## config.mk

```make
export PLATFORM = sky130hd
export DESIGN_NAME = axiw_top
export DESIGN_NICKNAME = d
export VERILOG_FILES = /design/src/rtl/axiw_pkg.sv /design/src/rtl/axiw_burst_planner.sv /design/src/rtl/axiw_realign.sv /design/src/rtl/axiw_write_bridge.sv /design/src/rtl/axiw_regs.sv /design/src/rtl/axiw_top.sv
export VERILOG_INCLUDE_DIRS = /design/src /design/src/rtl
export SDC_FILE = /design/constraint.sdc
export NUM_CORES = 1
export LEC_CHECK = 0
export BUFFER_PORTS_ARGS = -buffer_cell sky130_fd_sc_hd__buf_2
export CAP_MARGIN = 5
export CORE_ASPECT_RATIO = 0.5
export CORE_MARGIN = 1
export CORE_UTILIZATION = 30
export DETAILED_ROUTE_END_ITERATION = 10
export PLACE_DENSITY = 0.55
export SYNTH_ARGS = -nofsm -noshare
export SYNTH_HDL_FRONTEND = slang
export SYNTH_SLANG_ARGS = --single-unit
export TNS_END_PERCENT = 1
```

## constraint.sdc

```tcl
create_clock -name clk_i -period 10 [get_ports clk_i]
set_input_delay 1 -clock clk_i [delete_from_list [all_inputs] [get_ports clk_i]]
set_output_delay 1 -clock clk_i [all_outputs]
set_load 0.005 [all_outputs]
```

## src/rtl/axiw_cfg.svh

```systemverilog
`ifndef AXIW_CFG_SVH
`define AXIW_CFG_SVH

// Byte address and AXI data bus
`define AXIW_ADDR_W 32
`define AXIW_DATA_W 32

// Byte lanes per beat and the offset bits inside one beat
`define AXIW_STRB_W (`AXIW_DATA_W / 8)
`define AXIW_OFF_W ($clog2(`AXIW_STRB_W))

// Transfer length in bytes on the simple port
`define AXIW_LEN_W 16

// AXI4 awlen field
`define AXIW_BURST_W 8

// Beats per burst until software changes it
`define AXIW_MAX_BURST_RST 16

`endif

```

## src/rtl/axiw_pkg.sv

```systemverilog
`default_nettype none
`include "axiw_cfg.svh"

package axiw_pkg;

   typedef struct packed {
      logic [`AXIW_ADDR_W-1:0] addr;
      logic [`AXIW_LEN_W-1:0]  len;   // Bytes
   } simple_req_t;

   typedef struct packed {
      logic [`AXIW_DATA_W-1:0] data;
      logic                    last;
   } simple_data_t;

   typedef struct packed {
      logic [`AXIW_ADDR_W-1:0]  addr;
      logic [`AXIW_BURST_W-1:0] len;
      logic [2:0]               size;
      logic [1:0]               burst;
   } axi_aw_t;

   typedef struct packed {
      logic [`AXIW_DATA_W-1:0] data;
      logic [`AXIW_STRB_W-1:0] strb;
      logic                    last;
   } axi_w_t;

   typedef struct packed {
      logic [1:0] resp;
   } axi_b_t;

   // One burst as issued on AW, plus what the W side needs
   typedef struct packed {
      logic [`AXIW_ADDR_W-1:0]  addr;
      logic [`AXIW_BURST_W-1:0] beats_minus_one;
      logic [`AXIW_STRB_W-1:0]  first_strb;
      logic [`AXIW_STRB_W-1:0]  last_strb;
      logic                     last_burst;
      logic                     extra_beat;   // Realigned data needs one more beat than source
   } burst_plan_t;

   typedef struct packed {
      logic        we;
      logic [3:0]  addr;
      logic [31:0] wdata;
   } reg_cmd_t;

endpackage

`default_nettype wire

```

## src/rtl/axiw_burst_planner.sv

```systemverilog
`default_nettype none
`include "axiw_cfg.svh"

module axiw_burst_planner (
   input  logic                   clk_i,
   input  logic                   rst_i,
   input  logic                   start_i,
   input  axiw_pkg::simple_req_t  req_i,
   input  logic                   next_burst_i,
   input  logic [8:0]             max_beats_i,
   output axiw_pkg::burst_plan_t  plan_o,
   output logic [`AXIW_LEN_W-1:0] src_words_o
);

   localparam int CNT_W      = `AXIW_LEN_W + 1;
   localparam int BURST_W    = `AXIW_BURST_W;
   localparam int STRB_W     = `AXIW_STRB_W;
   localparam int OFF_W      = `AXIW_OFF_W;
   localparam int PAGE_BEATS = 4096 / STRB_W;

   logic [OFF_W-1:0]        req_off;
   logic [OFF_W-1:0]        end_off;
   logic [CNT_W-1:0]        req_bytes;
   logic [CNT_W-1:0]        req_beats;
   logic [`AXIW_LEN_W-1:0]  req_words;
   logic [STRB_W-1:0]       first_strb;
   logic [STRB_W-1:0]       last_strb;
   logic [`AXIW_ADDR_W-1:0] next_addr_q;
   logic [CNT_W-1:0]        rem_beats_q;   // Beats still to plan after current burst
   logic [`AXIW_ADDR_W-1:0] base_addr;
   logic [CNT_W-1:0]        base_rem;
   logic [CNT_W-1:0]        to_4k;
   logic [CNT_W-1:0]        beats;

   assign req_off   = req_i.addr[OFF_W-1:0];
   assign req_bytes = CNT_W'(req_i.len) + CNT_W'(req_off);
   assign req_beats = (req_bytes + CNT_W'(STRB_W - 1)) >> OFF_W;
   assign req_words = `AXIW_LEN_W'((CNT_W'(req_i.len) + CNT_W'(STRB_W - 1)) >> OFF_W);
   assign end_off   = req_bytes[OFF_W-1:0];

   assign first_strb = {STRB_W{1'b1}} << req_off;
   assign last_strb  = (end_off == '0) ? {STRB_W{1'b1}} : ~({STRB_W{1'b1}} << end_off);

   // Bursts after the first start on a beat boundary
   assign base_addr = start_i ? {req_i.addr[`AXIW_ADDR_W-1:OFF_W], {OFF_W{1'b0}}} : next_addr_q;
   assign base_rem  = start_i ? req_beats : rem_beats_q;
   assign to_4k     = CNT_W'(PAGE_BEATS) - CNT_W'(base_addr[11:OFF_W]);

   always_comb begin
      beats = CNT_W'(max_beats_i);
      if (to_4k < beats)
         beats = to_4k;
      if (base_rem < beats)
         beats = base_rem;
   end

   always_ff @(posedge clk_i or posedge rst_i) begin
      if (rst_i) begin
         plan_o      <= '0;
         next_addr_q <= '0;
         rem_beats_q <= '0;
         src_words_o <= '0;
      end else if (start_i || next_burst_i) begin
         plan_o.addr            <= base_addr;
         plan_o.beats_minus_one <= BURST_W'(beats - CNT_W'(1));
         plan_o.last_burst      <= (beats == base_rem);
         next_addr_q            <= base_addr + (`AXIW_ADDR_W'(beats) << OFF_W);
         rem_beats_q            <= base_rem - beats;
         if (start_i) begin   // Per-transfer fields
            plan_o.first_strb <= first_strb;
            plan_o.last_strb  <= last_strb;
            plan_o.extra_beat <= (req_beats > CNT_W'(req_words));
            src_words_o       <= req_words;
         end
      end
   end

endmodule

`default_nettype wire

```

## src/rtl/axiw_realign.sv

```systemverilog
`default_nettype none
`include "axiw_cfg.svh"

module axiw_realign (
   input  logic                    clk_i,
   input  logic                    rst_i,
   input  logic [`AXIW_OFF_W-1:0]  offset_i,
   input  logic                    flush_i,
   input  logic [`AXIW_DATA_W-1:0] in_i,
   input  logic                    in_valid_i,
   output logic [`AXIW_DATA_W-1:0] out_o
);

   logic [`AXIW_DATA_W-1:0]   carry_q;   // Upper bytes that spilled out of the last word
   logic [2*`AXIW_DATA_W-1:0] shifted;

   // Low half goes out now, high half waits for the next beat
   assign shifted = {{`AXIW_DATA_W{1'b0}}, in_i} << {offset_i, 3'b000};

   always_ff @(posedge clk_i or posedge rst_i) begin
      if (rst_i) begin
         carry_q <= '0;
      end else if (flush_i) begin
         carry_q <= '0;
      end else if (in_valid_i) begin
         carry_q <= shifted[2*`AXIW_DATA_W-1:`AXIW_DATA_W];
      end
   end

   always_ff @(posedge clk_i) begin
      if (in_valid_i)
         out_o <= shifted[`AXIW_DATA_W-1:0] | carry_q;
   end

endmodule

`default_nettype wire

```

## src/rtl/axiw_write_bridge.sv

```systemverilog
`default_nettype none
`include "axiw_cfg.svh"

module axiw_write_bridge (
   input  logic                    clk_i,
   input  logic                    rst_i,
   input  axiw_pkg::simple_req_t   req_i,
   input  logic                    req_valid_i,
   output logic                    req_ready_o,
   input  axiw_pkg::simple_data_t  data_i,
   input  logic                    data_valid_i,
   output logic                    data_ready_o,
   input  axiw_pkg::burst_plan_t   plan_i,
   input  logic [`AXIW_LEN_W-1:0]  src_words_i,
   input  logic [`AXIW_DATA_W-1:0] aligned_i,
   output logic                    start_o,
   output logic                    next_burst_o,
   output logic [`AXIW_OFF_W-1:0]  offset_o,
   output logic                    flush_o,
   output logic                    shift_o,
   output axiw_pkg::axi_aw_t       aw_o,
   output logic                    aw_valid_o,
   input  logic                    aw_ready_i,
   output axiw_pkg::axi_w_t        w_o,
   output logic                    w_valid_o,
   input  logic                    w_ready_i,
   output logic                    busy_o,
   output logic                    done_o
);

   localparam int CNT_W = `AXIW_BURST_W + 1;

   typedef enum logic [1:0] {
      ST_IDLE,
      ST_PLAN,
      ST_ADDR,
      ST_DATA
   } state_t;

   state_t                  state_q;
   logic                    aw_valid_q;
   logic                    w_valid_q;   // Realigner output holds a beat
   logic [`AXIW_STRB_W-1:0] w_strb_q;
   logic                    w_last_q;
   logic [CNT_W-1:0]        issue_cnt_q;
   logic                    first_q;
   logic [`AXIW_LEN_W-1:0]  src_cnt_q;
   logic                    src_done_q;
   logic [`AXIW_OFF_W-1:0]  offset_q;
   logic                    w_hs;
   logic                    issue_all;
   logic                    can_load;
   logic                    beat_last;
   logic                    burst_end;
   logic [`AXIW_STRB_W-1:0] beat_strb;

   assign req_ready_o = (state_q == ST_IDLE) && req_valid_i;
   assign start_o     = req_ready_o;
   assign flush_o     = req_ready_o;
   assign offset_o    = offset_q;

   assign w_hs      = w_valid_q && w_ready_i;
   assign issue_all = issue_cnt_q > {1'b0, plan_i.beats_minus_one};
   assign beat_last = issue_cnt_q[CNT_W-2:0] == plan_i.beats_minus_one;
   assign burst_end = (state_q == ST_DATA) && w_hs && w_last_q;

   // First beat may load on the AW handshake itself
   assign can_load = ((state_q == ST_DATA) || ((state_q == ST_ADDR) && aw_ready_i)) &&
                     !issue_all && (!w_valid_q || w_ready_i);

   assign data_ready_o = can_load && !src_done_q;
   assign shift_o      = can_load && (src_done_q ? plan_i.extra_beat : data_valid_i);   // Source gone means extra beat

   always_comb begin
      beat_strb = '1;
      if (first_q)
         beat_strb = plan_i.first_strb;
      if (plan_i.last_burst && beat_last)
         beat_strb = beat_strb & plan_i.last_strb;
   end

   assign aw_o.addr  = plan_i.addr;
   assign aw_o.len   = plan_i.beats_minus_one;
   assign aw_o.size  = 3'(`AXIW_OFF_W);
   assign aw_o.burst = 2'b01;   // INCR
   assign aw_valid_o = aw_valid_q;

   assign w_o.data  = aligned_i;
   assign w_o.strb  = w_strb_q;
   assign w_o.last  = w_last_q;
   assign w_valid_o = w_valid_q;

   assign next_burst_o = burst_end && !plan_i.last_burst;
   assign done_o       = burst_end && plan_i.last_burst;
   assign busy_o       = state_q != ST_IDLE;

   always_ff @(posedge clk_i or posedge rst_i) begin
      if (rst_i) begin
         state_q     <= ST_IDLE;
         aw_valid_q  <= 1'b0;
         issue_cnt_q <= '0;
         first_q     <= 1'b0;
         offset_q    <= '0;
      end else begin
         if (shift_o) begin
            issue_cnt_q <= issue_cnt_q + CNT_W'(1);
            first_q     <= 1'b0;
         end
         case (state_q)
            ST_IDLE: begin
               if (req_ready_o) begin
                  offset_q <= req_i.addr[`AXIW_OFF_W-1:0];
                  first_q  <= 1'b1;
                  state_q  <= ST_PLAN;
               end
            end
            ST_PLAN: begin   // Planner output settles here
               aw_valid_q  <= 1'b1;
               issue_cnt_q <= '0;
               state_q     <= ST_ADDR;
            end
            ST_ADDR: begin
               if (aw_ready_i) begin
                  aw_valid_q <= 1'b0;
                  state_q    <= ST_DATA;
               end
            end
            ST_DATA: begin
               if (done_o) begin
                  state_q <= ST_IDLE;
               end else if (next_burst_o) begin
                  aw_valid_q  <= 1'b1;
                  issue_cnt_q <= '0;
                  state_q     <= ST_ADDR;
               end
            end
            default: state_q <= ST_IDLE;
         endcase
      end
   end

   // Source word accounting
   always_ff @(posedge clk_i or posedge rst_i) begin
      if (rst_i) begin
         src_cnt_q  <= '0;
         src_done_q <= 1'b0;
      end else if (start_o) begin
         src_cnt_q  <= '0;
         src_done_q <= 1'b0;
      end else if (data_valid_i && data_ready_o) begin
         src_cnt_q <= src_cnt_q + 1'b1;
         if (data_i.last || (src_cnt_q + 1'b1 == src_words_i))
            src_done_q <= 1'b1;
      end
   end

   always_ff @(posedge clk_i or posedge rst_i) begin
      if (rst_i) begin
         w_valid_q <= 1'b0;
      end else if (shift_o) begin
         w_valid_q <= 1'b1;
      end else if (w_hs) begin
         w_valid_q <= 1'b0;
      end
   end

   always_ff @(posedge clk_i) begin
      if (shift_o) begin
         w_strb_q <= beat_strb;
         w_last_q <= beat_last;
      end
   end

endmodule

`default_nettype wire

```

## src/rtl/axiw_regs.sv

```systemverilog
`default_nettype none
`include "axiw_cfg.svh"

module axiw_regs (
   input  logic                 clk_i,
   input  logic                 rst_i,
   input  axiw_pkg::reg_cmd_t   reg_cmd_i,
   input  logic [3:0]           reg_raddr_i,
   output logic [31:0]          reg_rdata_o,
   input  axiw_pkg::axi_b_t     b_i,
   input  logic                 b_valid_i,
   input  logic                 busy_i,
   output logic [8:0]           max_beats_o
);

   logic [31:0] okay_cnt_q;
   logic [31:0] err_cnt_q;

   always_ff @(posedge clk_i or posedge rst_i) begin
      if (rst_i) begin
         max_beats_o <= 9'(`AXIW_MAX_BURST_RST);
      end else if (reg_cmd_i.we && (reg_cmd_i.addr == 4'd0)) begin
         if (reg_cmd_i.wdata == 32'd0)
            max_beats_o <= 9'd1;
         else if (reg_cmd_i.wdata > 32'd256)
            max_beats_o <= 9'd256;   // AXI4 INCR limit
         else
            max_beats_o <= reg_cmd_i.wdata[8:0];
      end
   end

   // B is always accepted, so every valid is one response
   always_ff @(posedge clk_i or posedge rst_i) begin
      if (rst_i) begin
         okay_cnt_q <= '0;
         err_cnt_q  <= '0;
      end else if (b_valid_i) begin
         if (b_i.resp[1]) begin   // SLVERR or DECERR
            if (err_cnt_q != '1)
               err_cnt_q <= err_cnt_q + 1'b1;
         end else if (okay_cnt_q != '1) begin
            okay_cnt_q <= okay_cnt_q + 1'b1;
         end
      end
   end

   always_comb begin
      case (reg_raddr_i)
         4'd0:    reg_rdata_o = {23'd0, max_beats_o};
         4'd1:    reg_rdata_o = okay_cnt_q;
         4'd2:    reg_rdata_o = err_cnt_q;
         4'd3:    reg_rdata_o = {31'd0, busy_i};
         default: reg_rdata_o = '0;
      endcase
   end

endmodule

`default_nettype wire

```

## src/rtl/axiw_top.sv

```systemverilog
`default_nettype none
`include "axiw_cfg.svh"

module axiw_top (
   input  logic                   clk_i,
   input  logic                   rst_i,
   input  axiw_pkg::simple_req_t  req_i,
   input  logic                   req_valid_i,
   output logic                   req_ready_o,
   input  axiw_pkg::simple_data_t data_i,
   input  logic                   data_valid_i,
   output logic                   data_ready_o,
   output axiw_pkg::axi_aw_t      aw_o,
   output logic                   aw_valid_o,
   input  logic                   aw_ready_i,
   output axiw_pkg::axi_w_t       w_o,
   output logic                   w_valid_o,
   input  logic                   w_ready_i,
   input  axiw_pkg::axi_b_t       b_i,
   input  logic                   b_valid_i,   // bready is tied high
   input  axiw_pkg::reg_cmd_t     reg_cmd_i,
   input  logic [3:0]             reg_raddr_i,
   output logic [31:0]            reg_rdata_o,
   output logic                   done_o
);

   axiw_pkg::burst_plan_t   plan;
   logic [`AXIW_LEN_W-1:0]  src_words;
   logic [`AXIW_DATA_W-1:0] aligned;
   logic [`AXIW_OFF_W-1:0]  offset;
   logic [8:0]              max_beats;
   logic                    start;
   logic                    next_burst;
   logic                    flush;
   logic                    shift;
   logic                    busy;

   axiw_regs axiw_regs_inst (
      .clk_i       (clk_i),
      .rst_i       (rst_i),
      .reg_cmd_i   (reg_cmd_i),
      .reg_raddr_i (reg_raddr_i),
      .reg_rdata_o (reg_rdata_o),
      .b_i         (b_i),
      .b_valid_i   (b_valid_i),
      .busy_i      (busy),
      .max_beats_o (max_beats)
   );

   axiw_write_bridge axiw_write_bridge_inst (
      .clk_i        (clk_i),
      .rst_i        (rst_i),
      .req_i        (req_i),
      .req_valid_i  (req_valid_i),
      .req_ready_o  (req_ready_o),
      .data_i       (data_i),
      .data_valid_i (data_valid_i),
      .data_ready_o (data_ready_o),
      .plan_i       (plan),
      .src_words_i  (src_words),
      .aligned_i    (aligned),
      .start_o      (start),
      .next_burst_o (next_burst),
      .offset_o     (offset),
      .flush_o      (flush),
      .shift_o      (shift),
      .aw_o         (aw_o),
      .aw_valid_o   (aw_valid_o),
      .aw_ready_i   (aw_ready_i),
      .w_o          (w_o),
      .w_valid_o    (w_valid_o),
      .w_ready_i    (w_ready_i),
      .busy_o       (busy),
      .done_o       (done_o)
   );

   axiw_burst_planner axiw_burst_planner_inst (
      .clk_i        (clk_i),
      .rst_i        (rst_i),
      .start_i      (start),
      .req_i        (req_i),
      .next_burst_i (next_burst),
      .max_beats_i  (max_beats),
      .plan_o       (plan),
      .src_words_o  (src_words)
   );

   axiw_realign axiw_realign_inst (
      .clk_i      (clk_i),
      .rst_i      (rst_i),
      .offset_i   (offset),
      .flush_i    (flush),
      .in_i       (data_i.data),
      .in_valid_i (shift),
      .out_o      (aligned)
   );

endmodule

`default_nettype wire

```

# Yosys cells after proc, flatten, opt, wreduce, memory -nomap -nowiden
# Cells that the tools add are included.
# totals
rom_bits	0
elab_cells	139
inputBits	131
out_inout_bits	119
ramBits	0
n_memories	0
latchBits	0
register_bits	289
# classes
reduce_logical	40
n_mul	0
addsub	11
div_mod_pow	0
shift	3
n_lt_le_gt_ge	5
muxes	36
n_bitwise	4
eq_ne	16
# ops
operator	count
$pmux 32 s4	1
$mux 32	3
$add 32x1->32 const B	2
$ne 32x32->1 const B	2
$shl 32x5->64	1
$mux 17	3
$mux 9	5
$add 32x19->32	1
$gt 32x9->1 const B	1
$logic_not 32->1	1
$mux 16	2
$or 32x32->32	1
$pmux 9 s2	1
$add 16x2->17	1
$add 16x2->17 const B	1
$add 17x2->17 const B	1
$eq 17x17->1	1
$lt 17x17->1	1
$lt 17x9->1	1
$sub 17x17->17	1
$add 16x1->16 const B	1
$eq 16x15->1	1
$gt 15x15->1	1
$logic_and 1x1->1	14
other kinds (30)	67

# Depth between registers and ports, before layout
# Gate-level depths: netlist of the first run.
# depth
ltp_word	10
mapped_depth	46

# Modules after synthesis
# Synthesis of the first run repeated with hierarchy kept, for this count alone.
# unflattened
hier_cells	2014
hier_area_um2	18946.9
# modules_own_cells
mod	cells_per_inst	n_inst	area_each_um2
axiw_burst_planner	1047	1	8972.4
axiw_regs	421	1	4144.0
axiw_write_bridge	380	1	3306.9
axiw_realign	166	1	2523.7

# Least setup slack after synthesis of the first run
# No wires, ideal clock.
# synth_path
kind	in2reg
start	input req_valid_i
end	register axiw_burst_planner_inst.next_addr_q[25]
setup_slack_ns	0.194
arrival_time_ns	9.667
stages	44
path_cell_list	or3b_1 buf_2 inv_1 buf_2 buf_2 buf_1 buf_1 mux2i_1 ha_1 nor3b_1 mux2_2 nand3_1 xnor2_1 ha_1 a21o_1 a21o_1 a21oi_1 o221ai_4 [8 not listed] nor2b_1 a311oi_1 and4_1 buf_6 buf_6 buf_4 o21ai_0 ha_1 o21a_1 o21a_1 nand3_1 o21ai_0 a21oi_1 a2111oi_0 nand2_1 xnor2_1 nor2_1 a21oi_1
# synth_via
elab_chain_len	8
# synth_rtl
item	line_no	text
start: declaration	axiw_top.sv:8	input logic req_valid_i,
$logic_and 1x1->1 *	axiw_write_bridge.sv:57	assign req_ready_o = (state_q == ST_IDLE) && req_valid_i;
$mux 32	axiw_burst_planner.sv:45	assign base_addr = start_i ? {req_i.addr[`AXIW_ADDR_W-1:OFF_W], {OFF_W{1'b0}}} : next_addr_q;
$sub 11x10->12	axiw_burst_planner.sv:47	assign to_4k = CNT_W'(PAGE_BEATS) - CNT_W'(base_addr[11:OFF_W]);
$lt 17x9->1	axiw_burst_planner.sv:51	if (to_4k < beats)
$mux 17	axiw_burst_planner.sv:51	
$lt 17x17->1	axiw_burst_planner.sv:53	if (base_rem < beats)
$mux 17	axiw_burst_planner.sv:53	
$add 32x19->32	axiw_burst_planner.sv:67	next_addr_q <= base_addr + (`AXIW_ADDR_W'(beats) << OFF_W);
end signal: assignment	axiw_burst_planner.sv:67	
end: declaration	axiw_burst_planner.sv:28	logic [`AXIW_ADDR_W-1:0] next_addr_q;
# Mark *: on every way between the ends. The rest lies on a longest branch, timed or not.
# A chain may end at the register's enable or synchronous reset.

# Worst setup path in the final report of the first run
# layout_path
start	register axiw_write_bridge_inst.state_q[1]
end	register axiw_burst_planner_inst.next_addr_q[31]
# layout_via
elab_chain_len	9
# layout_rtl
item	line_no	text
start: declaration	axiw_write_bridge.sv:40	state_t state_q;
start signal: assignment	axiw_write_bridge.sv:99	state_q <= ST_IDLE;
start signal: assignment	axiw_write_bridge.sv:114	state_q <= ST_PLAN;
start signal: assignment	axiw_write_bridge.sv:120	state_q <= ST_ADDR;
$logic_not 2->1	axiw_write_bridge.sv:57	
$logic_and 1x1->1	axiw_write_bridge.sv:57	
$mux 32	axiw_burst_planner.sv:45	
$sub 11x10->12	axiw_burst_planner.sv:47	
$lt 17x9->1	axiw_burst_planner.sv:51	
$mux 17	axiw_burst_planner.sv:51	
$lt 17x17->1	axiw_burst_planner.sv:53	
$mux 17	axiw_burst_planner.sv:53	
$add 32x19->32	axiw_burst_planner.sv:67	
# Parallel ways exist; a longest one is shown, timed or not.

==> results.cfg, run 1 <==
[outcome]
status = finished clean

[routing]
via_count = 15220
wl_per_cell_um = 16.87
firstDrtPassIters = 5
drt_iter0_drc = 975
wl_um = 51080
route.antenna.remaining_nets = 0
drc_errors = 0
vias_per_cell = 5.027

[final_layout]
finalInstanceArea_mm2 = 0.02097
final_util = 0.3518
drive_gt1_frac = 0.1698
fin_cells = 3027
regArea_mm2 = 0.007094
nNetsFinal = 2404
multiInputGateArea_mm2 = 0.01017
fill_cells = 6230
syn2layout_area_growth_pct = 15.18

[clock_tree]
root_buffer = clkbuf_16
htree_levels = 1
clkLatencyLatePin_ns = 0.59
cts_buffer_depth = 3
clkTransAtPathRegs_ns = 0.07
cts_hold_buffers = 0
cts_inserted_buffers = 30
cts_tree = done
post_cts_resize_count = 0
post_cts_buffers = 0
cts.sinks = 276

[yosys]
synth_most_common_cell = dfrtp_1
ys_seq_elements = 276
synth_warnings = 0
synth.avg_cell_area_um2 = 9.038
yosysSeqAreaShare = 0.3897
ys_top_cells_by_area = dfrtp_1 (33%), edfxtp_1 (6.1%), xnor2_1 (6.0%)
netlist_instances = 2014
yosysUniqueCellTypes = 84
synth_flop_cell = dfrtp_1
synthTopCellsByCount = dfrtp_1 (238), nand2_1 (222), nor2_1 (181), a21oi_1 (135), xnor2_1 (124)
synth_top_area_cell = dfrtp_1
synth-edff-count = 37
synth_async_sr_flop_share = 0.8659
netlist_area_mm2 = 0.01820
yosysTopAreaCellShare = 0.3272

[timing]
fin_crit_ns = 9.169
setup_ws_ns = 0.8314
clock.fmax_mhz = 109.1
slew_violations = 0
final.setup_skew_ns = 0.008724
hold_violations = 0
tns_ns = 0
setup_viol = 0
fin_hold_ws_ns = 0.4661
slew_headroom = 0.1635
layout_worst_path_cycle_share = 0.9169
worst_slew_pin_slew_ns = 1.250

[critical_path]
r2r_start = axiw_write_bridge_inst.state_q[1]
cp-startpoint = axiw_write_bridge_inst.state_q[1]
max_stage_delay_ns = 0.72
slowest_stage = a21oi_1
critical_path_class = register to register
cp.arrival_ns = 9.62
cp_data_required_time_ns = 10.45
ff2ff_setup_slack_ns = 0.83
startpoint_type = register
cp_max_fo = 26
endpoint = axiw_burst_planner_inst.next_addr_q[31]
reg2regPathDepth = 36
crit_path_end_kind = register
rr_endpoint = axiw_burst_planner_inst.next_addr_q[31]

[power_and_ir_drop]
finalPower_mw = 3.077
leakage_nw = 9.315
peakVddDrop_mv = 0.1381
powerDensity_mw_per_mm2 = 146.7

[floorplanning]
design.core.area_mm2 = 0.05959
io_pins = 250
die-area_mm2 = 0.06172
core.rowCount = 63
die_h_um = 176.2
start_util = 0.3055
die_x_um = 350.4

[global_routing]
antenna_found_initial = 2
gr-total-overflow = 0
grt_pass1_vias = 14630
grt_max_degree = 118
grt_pass1_wl_um = 81320
track_usage = 0.1631

[flow_run]
cap_violations = 0

[place]
dp.cells = 2972
place_area_mm2 = 0.02000
gp_congestion = 0.8509
post-place-ws_ns = 0.1911
hpwl_um = 37690
port_buffers = 241

[hold_path]
min_path_type = register to register
how the worst min path moves through the flow:
stage | start | endpoint | slack [ns] | depth (start not counted)
6_report | axiw_burst_planner_inst.rem_beats_q[9] | axiw_burst_planner_inst.rem_beats_q[9] | 0.47 | 2
4_1_cts | axiw_burst_planner_inst.rem_beats_q[9] | axiw_burst_planner_inst.rem_beats_q[9] | 0.47 | 2
5_1_grt | axiw_realign_inst.carry_q[15] | axiw_realign_inst.carry_q[15] | 0.50 | 1
3_5_place_dp | axiw_burst_planner_inst.rem_beats_q[9] | axiw_burst_planner_inst.rem_beats_q[9] | 0.46 | 2
3_3_place_gp | axiw_burst_planner_inst.rem_beats_q[9] | axiw_burst_planner_inst.rem_beats_q[9] | 0.45 | 2
2_1_floorplan | axiw_burst_planner_inst.rem_beats_q[9] | axiw_burst_planner_inst.rem_beats_q[9] | 0.43 | 2
layout make-up:
cell class	instances	share of cell area
Clock buffer	45	0.04136
Inverter	66	0.01223
Clock inverter	9	0.004714
Sequential cell	276	0.3384
Antenna cell	1	0.0001194
Timing Repair Buffer	275	0.06970
Tap cell	812	0.04846
Multi-Input combinational cell	1543	0.4851
cell families after synthesis:
| family | after synthesis | share of synthesized area |
|---|---|---|
| other | 2 | 0.0004126 |
| AND/OR/NAND/NOR | 709 | 0.1880 |
| flip-flops | 276 | 0.3897 |
| multiplexers | 98 | 0.05623 |
| buffers and inverters | 208 | 0.05499 |
| AO/OA/AOI/OAI | 458 | 0.1662 |
| adder cells (fa/ha/maj) | 81 | 0.05692 |
| XOR/XNOR | 182 | 0.08757 |
sequential cells by signal, indices dropped and copies added (netlist names):
register,cells
axiw_write_bridge_inst.issue_cnt_q,9
axiw_regs_inst.okay_cnt_q,32
axiw_burst_planner_inst.src_words_o,15
axiw_write_bridge_inst.state_q,2
axiw_realign_inst.out_o,32
axiw_write_bridge_inst.w_last_q,1
axiw_write_bridge_inst.w_strb_q,4
axiw_burst_planner_inst.rem_beats_q,17
axiw_write_bridge_inst.offset_o,2
axiw_realign_inst.carry_q,24
axiw_burst_planner_inst.next_addr_q,30
axiw_write_bridge_inst.w_valid_o,1
axiw_write_bridge_inst.src_done_q,1
axiw_burst_planner_inst.plan_o,47
axiw_regs_inst.err_cnt_q,32
axiw_write_bridge_inst.src_cnt_q,16
axiw_regs_inst.max_beats_o,9
axiw_write_bridge_inst.first_q,1
axiw_write_bridge_inst.aw_valid_o,1
where the power goes:
| group | internal, mW | leakage (nW) | switching, mW |
|---|---|---|---|
| combinational | 0.298 | 5.36 | 0.401 |
| clock | 0.625 | 0.477 | 0.487 |
| sequential | 1.20 | 3.48 | 0.0638 |
| total | 2.12 | 9.32 | 0.953 |
worst max-delay path: cells and delay by family (launching register included):
family	cells	cell delay [ns]
flip-flops	1	0.50
adder cells (fa/ha/maj)	4	1.17
XOR/XNOR	2	0.35
multiplexers	3	0.63
AO/OA/AOI/OAI	16	3.91
AND/OR/NAND/NOR	8	1.94
buffers and inverters	3	0.50
metal layers:
metal / GRT usage / wire length (µm) / vias to the layer above
li1: - / - / 7514
met1: 0.2256 / 24150 / 7407
met2: 0.2748 / 24540 / 239
met3: 0.01844 / 1503 / 56
met4: 0.03311 / 879 / 0
met5: 0 / 0 / -
layout by cell type, fill, tap and decap left out, drive strengths merged, types with 20 or more instances in the layout:
cell type  count
xor2          58
nor4          26
mux2          28
nor2b         20
nor2         181
nor3          39
edfxtp        37
a22oi         32
nand4         33
o21ai         86
ha            78
mux2i         70
dfrtp        238
inv           64
o21a          20
a21o          35
nand3         68
a21oi        135
and3          25
xnor2        124
clkbuf        45
buf          275
nand2        222
Note: power is estimated with default switching activity, not from simulation.
==> run 2: changes to the inputs <==
==> constraint.sdc (replaced) <==
create_clock -name clk_i -period 10 [get_ports clk_i]
set_input_delay 1 -clock clk_i [delete_from_list [all_inputs] [get_ports clk_i]]
set_output_delay 1 -clock clk_i [all_outputs]
set_load 0.1 [all_outputs]
==> run 2 against run 1 <==
  * Total power is 8.3% higher
  * Sequential share of layout area is 0.22 points lower
  * Sequential power hardly changed
  * Wire length is 0.49% lower
  * Critical path depth stayed put
  * Combinational power is 15% higher
  * Non-clock buffer count is 3 lower
  * Critical path type unchanged
  * Maximum frequency is 1.3% lower
==> results.cfg, run 2 (synthesized netlist as in run 1, its figures left out) <==
[clock_tree]
post_cts_buffers = 0
cts_buffer_depth = 3
clkLatencyLatePin_ns = 0.60
cts_inserted_buffers = 30
cts_hold_buffers = 0
post_cts_resize_count = 0
root_buffer = clkbuf_16
htree_levels = 1
cts.sinks = 276
cts_tree = done
clkTransAtPathRegs_ns = 0.06

[timing]
rsz0062_at_grt = no
fin_crit_ns = 9.293
slew_violations = 0
final.setup_skew_ns = 0.01147
clock.fmax_mhz = 107.6
worst_slew_pin_slew_ns = 1.167
slew_headroom = 0.2189
hold_violations = 0
setup_ws_ns = 0.7066
tns_ns = 0
setup_viol = 0
layout_worst_path_cycle_share = 0.9293

[critical_path]
cp_max_fo = 26
critical_path_class = register to register
cp-startpoint = axiw_write_bridge_inst.state_q[1]
path_delay_family = compound AO/OA/AOI/OAI gates
cp.arrival_ns = 9.75
startpoint_type = register
rr_endpoint = axiw_burst_planner_inst.next_addr_q[31]
endpoint = axiw_burst_planner_inst.next_addr_q[31]
crit_path_end_kind = register
worst-path-stages = 36
r2r_start = axiw_write_bridge_inst.state_q[1]
cp_data_required_time_ns = 10.46
max_stage_delay_ns = 0.77
ff2ff_setup_slack_ns = 0.71
cp_num_buf_inv = 3
reg2regPathDepth = 36
slowest_stage = a21oi_1

[power_and_ir_drop]
seqPwrFrac = 0.381
internal-power_mw = 2.260
peakVddDrop_mv = 0.1442
leakage_nw = 9.375
swShare = 0.3219
finalPower_mw = 3.332
p_sw_mw = 1.073
combPwrFrac = 0.242
powerDensity_mw_per_mm2 = 157.9
p_clk_frac = 0.377

[routing]
firstDrtPassIters = 5
via_count = 15260
drt_iter0_drc = 1078
vias_per_cell = 5.043
wl_per_cell_um = 16.80
route.antenna.remaining_nets = 0
wl_um = 50830
drc_errors = 0

[global_routing]
gr-total-overflow = 0
grt_pass1_wl_um = 80590
met1_usage = 0.2218
grt_max_degree = 130
grt_util_met2 = 0.2715
grt_use_met3 = 0.01896
antenna_found_initial = 1
top_usage_layer = met2
track_usage = 0.1620
grt_pass1_vias = 14620

[final_layout]
largest_reg_flops = 47
final_cell_mix = buf_2 (241), dfrtp_1 (237), nand2_1 (221), nor2_1 (180), a21oi_1 (135)
drive_gt1_frac = 0.1713
mostFrequentLayoutCell = buf_2
fill_cells = 6153
largest-register = axiw_burst_planner_inst.plan_o
syn2layout_area_growth_pct = 15.95
final_util = 0.3542
fin_cells = 3026
multiInputGateArea_mm2 = 0.01017
regArea_mm2 = 0.007094
nNetsFinal = 2401

[place]
port_buffers = 241
post-place-ws_ns = 0.1935
hpwl_um = 37550
gp_congestion = 0.8407
dp.cells = 2969

[floorplanning]
design.core.area_mm2 = 0.05959
io_pins = 250
die_h_um = 176.2
die_x_um = 350.4
start_util = 0.3055
die-area_mm2 = 0.06172
core.rowCount = 63

[flow_run]
cap_violations = 0

[outcome]
status = finished clean

[hold_path]
min_path_type = register to register
-- run 2: how the worst min path moves through the flow --
stage	from	cells after the start	slack [ns]	to
2_1_floorplan	axiw_burst_planner_inst.rem_beats_q[9]	2	0.43	axiw_burst_planner_inst.rem_beats_q[9]
3_3_place_gp	axiw_burst_planner_inst.rem_beats_q[9]	2	0.45	axiw_burst_planner_inst.rem_beats_q[9]
3_5_place_dp	axiw_burst_planner_inst.rem_beats_q[9]	2	0.45	axiw_burst_planner_inst.rem_beats_q[9]
4_1_cts	axiw_burst_planner_inst.rem_beats_q[9]	2	0.47	axiw_burst_planner_inst.rem_beats_q[9]
5_1_grt	axiw_burst_planner_inst.plan_o[2]	2	0.49	axiw_burst_planner_inst.plan_o[2]
6_report	axiw_burst_planner_inst.rem_beats_q[9]	2	0.47	axiw_burst_planner_inst.rem_beats_q[9]
-- run 2: final cells by class --
type / count / area share
antenna: 1 / 0.0001186
clock buffer: 43 / 0.04120
clock inverter: 13 / 0.01150
inverter: 66 / 0.01215
multi-input combinational: 1543 / 0.4820
sequential: 276 / 0.3361
tap: 812 / 0.04814
timing repair buffer: 272 / 0.06877
-- run 2: metal layers --
metal / wire length [µm] / vias up
met4: 1252 / 0
li1: - / 7513
met2: 24070 / 232
met1: 23850 / 7448
met5: 0 / -
met3: 1651 / 67
-- run 2: through the flow --
stage	hold slack [ns]	instance area, µm²
final	0.4686	21110
after global routing	0.4856	21110
after CTS	0.4688	21100
after global placement	0.4496	19990
after detailed placement	0.4535	19990
after floorplan	0.4348	18250
-- run 2: worst min-delay path: cells and delay by family (launching register included) --
| kind | cells | cell delay, ns |
|---|---|---|
| flip-flops | 1 | 0.34 |
| AND/OR/NAND/NOR | 2 | 0.10 |
-- run 2: power groups by stage --
stage | logic, mW | clock network [mW] | registers [mW]
floorplan | 0.636 | 0 | 1.27
CTS | 0.808 | 1.29 | 1.27
finish | 0.806 | 1.26 | 1.27
detailed placement | 0.804 | 0 | 1.29
global route | 0.894 | 1.33 | 1.28
global placement | 0.796 | 0 | 1.29
==> run 3: changes to the inputs <==
--- a/config.mk
+++ b/config.mk
@@ -6,13 +6,13 @@
 export SDC_FILE = /design/constraint.sdc
 export NUM_CORES = 1
 export LEC_CHECK = 0
-export BUFFER_PORTS_ARGS = -buffer_cell sky130_fd_sc_hd__buf_2
 export CAP_MARGIN = 5
 export CORE_ASPECT_RATIO = 0.5
 export CORE_MARGIN = 1
 export CORE_UTILIZATION = 30
 export DETAILED_ROUTE_END_ITERATION = 10
-export PLACE_DENSITY = 0.55
+export DONT_BUFFER_PORTS = 1
+export SETUP_SLACK_MARGIN = 0.15
 export SYNTH_ARGS = -nofsm -noshare
 export SYNTH_HDL_FRONTEND = slang
 export SYNTH_SLANG_ARGS = --single-unit
==> run 3 against run 2 <==
  * Wire length is 4.3% lower
  * Worst setup slack better by 0.18 ns
  * Combinational power is 18% lower
  * Utilization is 2.0 points lower
  * Non-clock buffer count is 240 lower
  * Cell area is 5.6% lower
  * Global-route usage is 0.72 points lower
  * Cell count is 8.0% lower
  * Via count is 5.2% lower
  * Maximum frequency is 1.9% higher
  * Critical path type unchanged
==> results.cfg, run 3 (synthesized netlist as in run 1, its figures left out) <==
[timing]
setup_ws_ns = 0.8830
layout_worst_path_cycle_share = 0.9117
final.setup_skew_ns = 0.01059
setup_viol = 0
rsz0062_at_grt = no
fin_crit_ns = 9.117
worst_slew_pin_slew_ns = 1.162
clock.fmax_mhz = 109.7
slew_headroom = 0.2228
tns_ns = 0
hold_violations = 0
slew_violations = 0

[critical_path]
cp_num_buf_inv = 4
max_stage_delay_ns = 0.58
crit_path_end_kind = register
r2r_start = axiw_write_bridge_inst.state_q[1]
startpoint_type = register
cp_max_fo = 13
cp_data_required_time_ns = 10.50
path_delay_family = compound AO/OA/AOI/OAI gates
cp.arrival_ns = 9.62
cpMostUsedCell = a21oi_1
cp-startpoint = axiw_write_bridge_inst.state_q[1]
critical_path_class = register to register
slowest_stage = a211oi_1

[hold_path]
min_path_type = primary input to async pin

[floorplanning]
core.rowCount = 63
design.core.area_mm2 = 0.05959
die_h_um = 176.2
start_util = 0.3055
die_x_um = 350.4
die-area_mm2 = 0.06172
io_pins = 250

[global_routing]
antenna_found_initial = 2
grt_util_met2 = 0.2632
grt_pass1_wl_um = 77090
met1_usage = 0.2057
top_usage_layer = met2
grt_max_degree = 113
track_usage = 0.1548
grt_use_met3 = 0.02202
grt_pass1_vias = 13860
gr-total-overflow = 0

[final_layout]
largest_reg_flops = 47
fill_cells = 6133
regArea_mm2 = 0.007094
nNetsFinal = 2161
final_cell_mix = dfrtp_1 (237), nand2_1 (221), nor2_1 (148), a21oi_1 (134), xnor2_1 (124)
mostFrequentLayoutCell = dfrtp_1
fin_cells = 2785
multiInputGateArea_mm2 = 0.01028
final_util = 0.3343
syn2layout_area_growth_pct = 9.431
drive_gt1_frac = 0.08773
largest-register = axiw_burst_planner_inst.plan_o

[place]
hpwl_um = 35630
port_buffers = 0
dp.cells = 2729
post-place-ws_ns = 0.09421
gp_congestion = 0.8607

[power_and_ir_drop]
leakage_nw = 8.281
finalPower_mw = 3.166
peakVddDrop_mv = 0.1152
powerDensity_mw_per_mm2 = 159.0

[clock_tree]
htree_levels = 1
clkLatencyLatePin_ns = 0.58
cts_inserted_buffers = 30
cts_hold_buffers = 0
clkTransAtPathRegs_ns = 0.07
post_cts_resize_count = 0
cts_tree = done
cts.sinks = 276
post_cts_buffers = 0
root_buffer = clkbuf_16
cts_buffer_depth = 3

[routing]
wl_um = 48650
via_count = 14460
drc_errors = 0
firstDrtPassIters = 5
vias_per_cell = 5.192
wl_per_cell_um = 17.47
drt_iter0_drc = 977
route.antenna.remaining_nets = 0

[flow_run]
cap_violations = 0

[outcome]
status = finished clean
run 3: changes by cell type in the layout (fill, tap and decap cells not counted), moves of 2 or more:
cell	delta
clkinv_2	-3
clkbuf_1	-2
clkinv_1	+3
clkbuf_8	-4
buf_2	-241
nor2_2	+32
clkinvlp_4	+4
bufinv_16	-3
nor2_1	-32
run 3: layout make-up:
cell class,instances,area share
clock inverter,18,0.009611
clock buffer,37,0.04052
antenna,1,0.0001256
tap,812,0.05100
sequential,276,0.3562
inverter,66,0.01294
timing repair buffer,32,0.01369
multi-input combinational,1543,0.5160
run 3: metrics by stage:
stage               hold slack [ns]  cell area, µm²
finish                       0.4396           19920
global route                 0.5014           19920
detailed placement           0.4576           18910
floorplan                    0.4348           18250
global placement             0.4504           18910
CTS                          0.4569           19910
run 3: path summary, 6_finish.rpt:
check	to	slack, ns	cells after the start
setup / recovery	axiw_burst_planner_inst.rem_beats_q[14]	0.88	39
hold / removal	axiw_regs_inst.err_cnt_q[15]	0.44	1
setup reg to reg	axiw_burst_planner_inst.rem_beats_q[14]	0.88	39
hold reg to reg	axiw_burst_planner_inst.rem_beats_q[9]	0.47	2
max in group asynchronous	axiw_write_bridge_inst.offset_o[0]	8.04	2
min in group clk_i	axiw_burst_planner_inst.rem_beats_q[9]	0.47	2
run 3: per-layer routing:
| layer | share of wire | routed length (µm) |
|---|---|---|
| met3 | 0.039 | 1880 |
| met1 | 0.45 | 22010 |
| met5 | 0 | 0 |
| met4 | 0.025 | 1194 |
| met2 | 0.48 | 23560 |
run 3: power by group:
part / internal, mW / switching [mW] / leakage, nW
clock: 0.651 / 0.494 / 0.473
sequential: 1.20 / 0.163 / 3.48
combinational: 0.272 / 0.386 / 4.33
total: 2.12 / 1.04 / 8.28
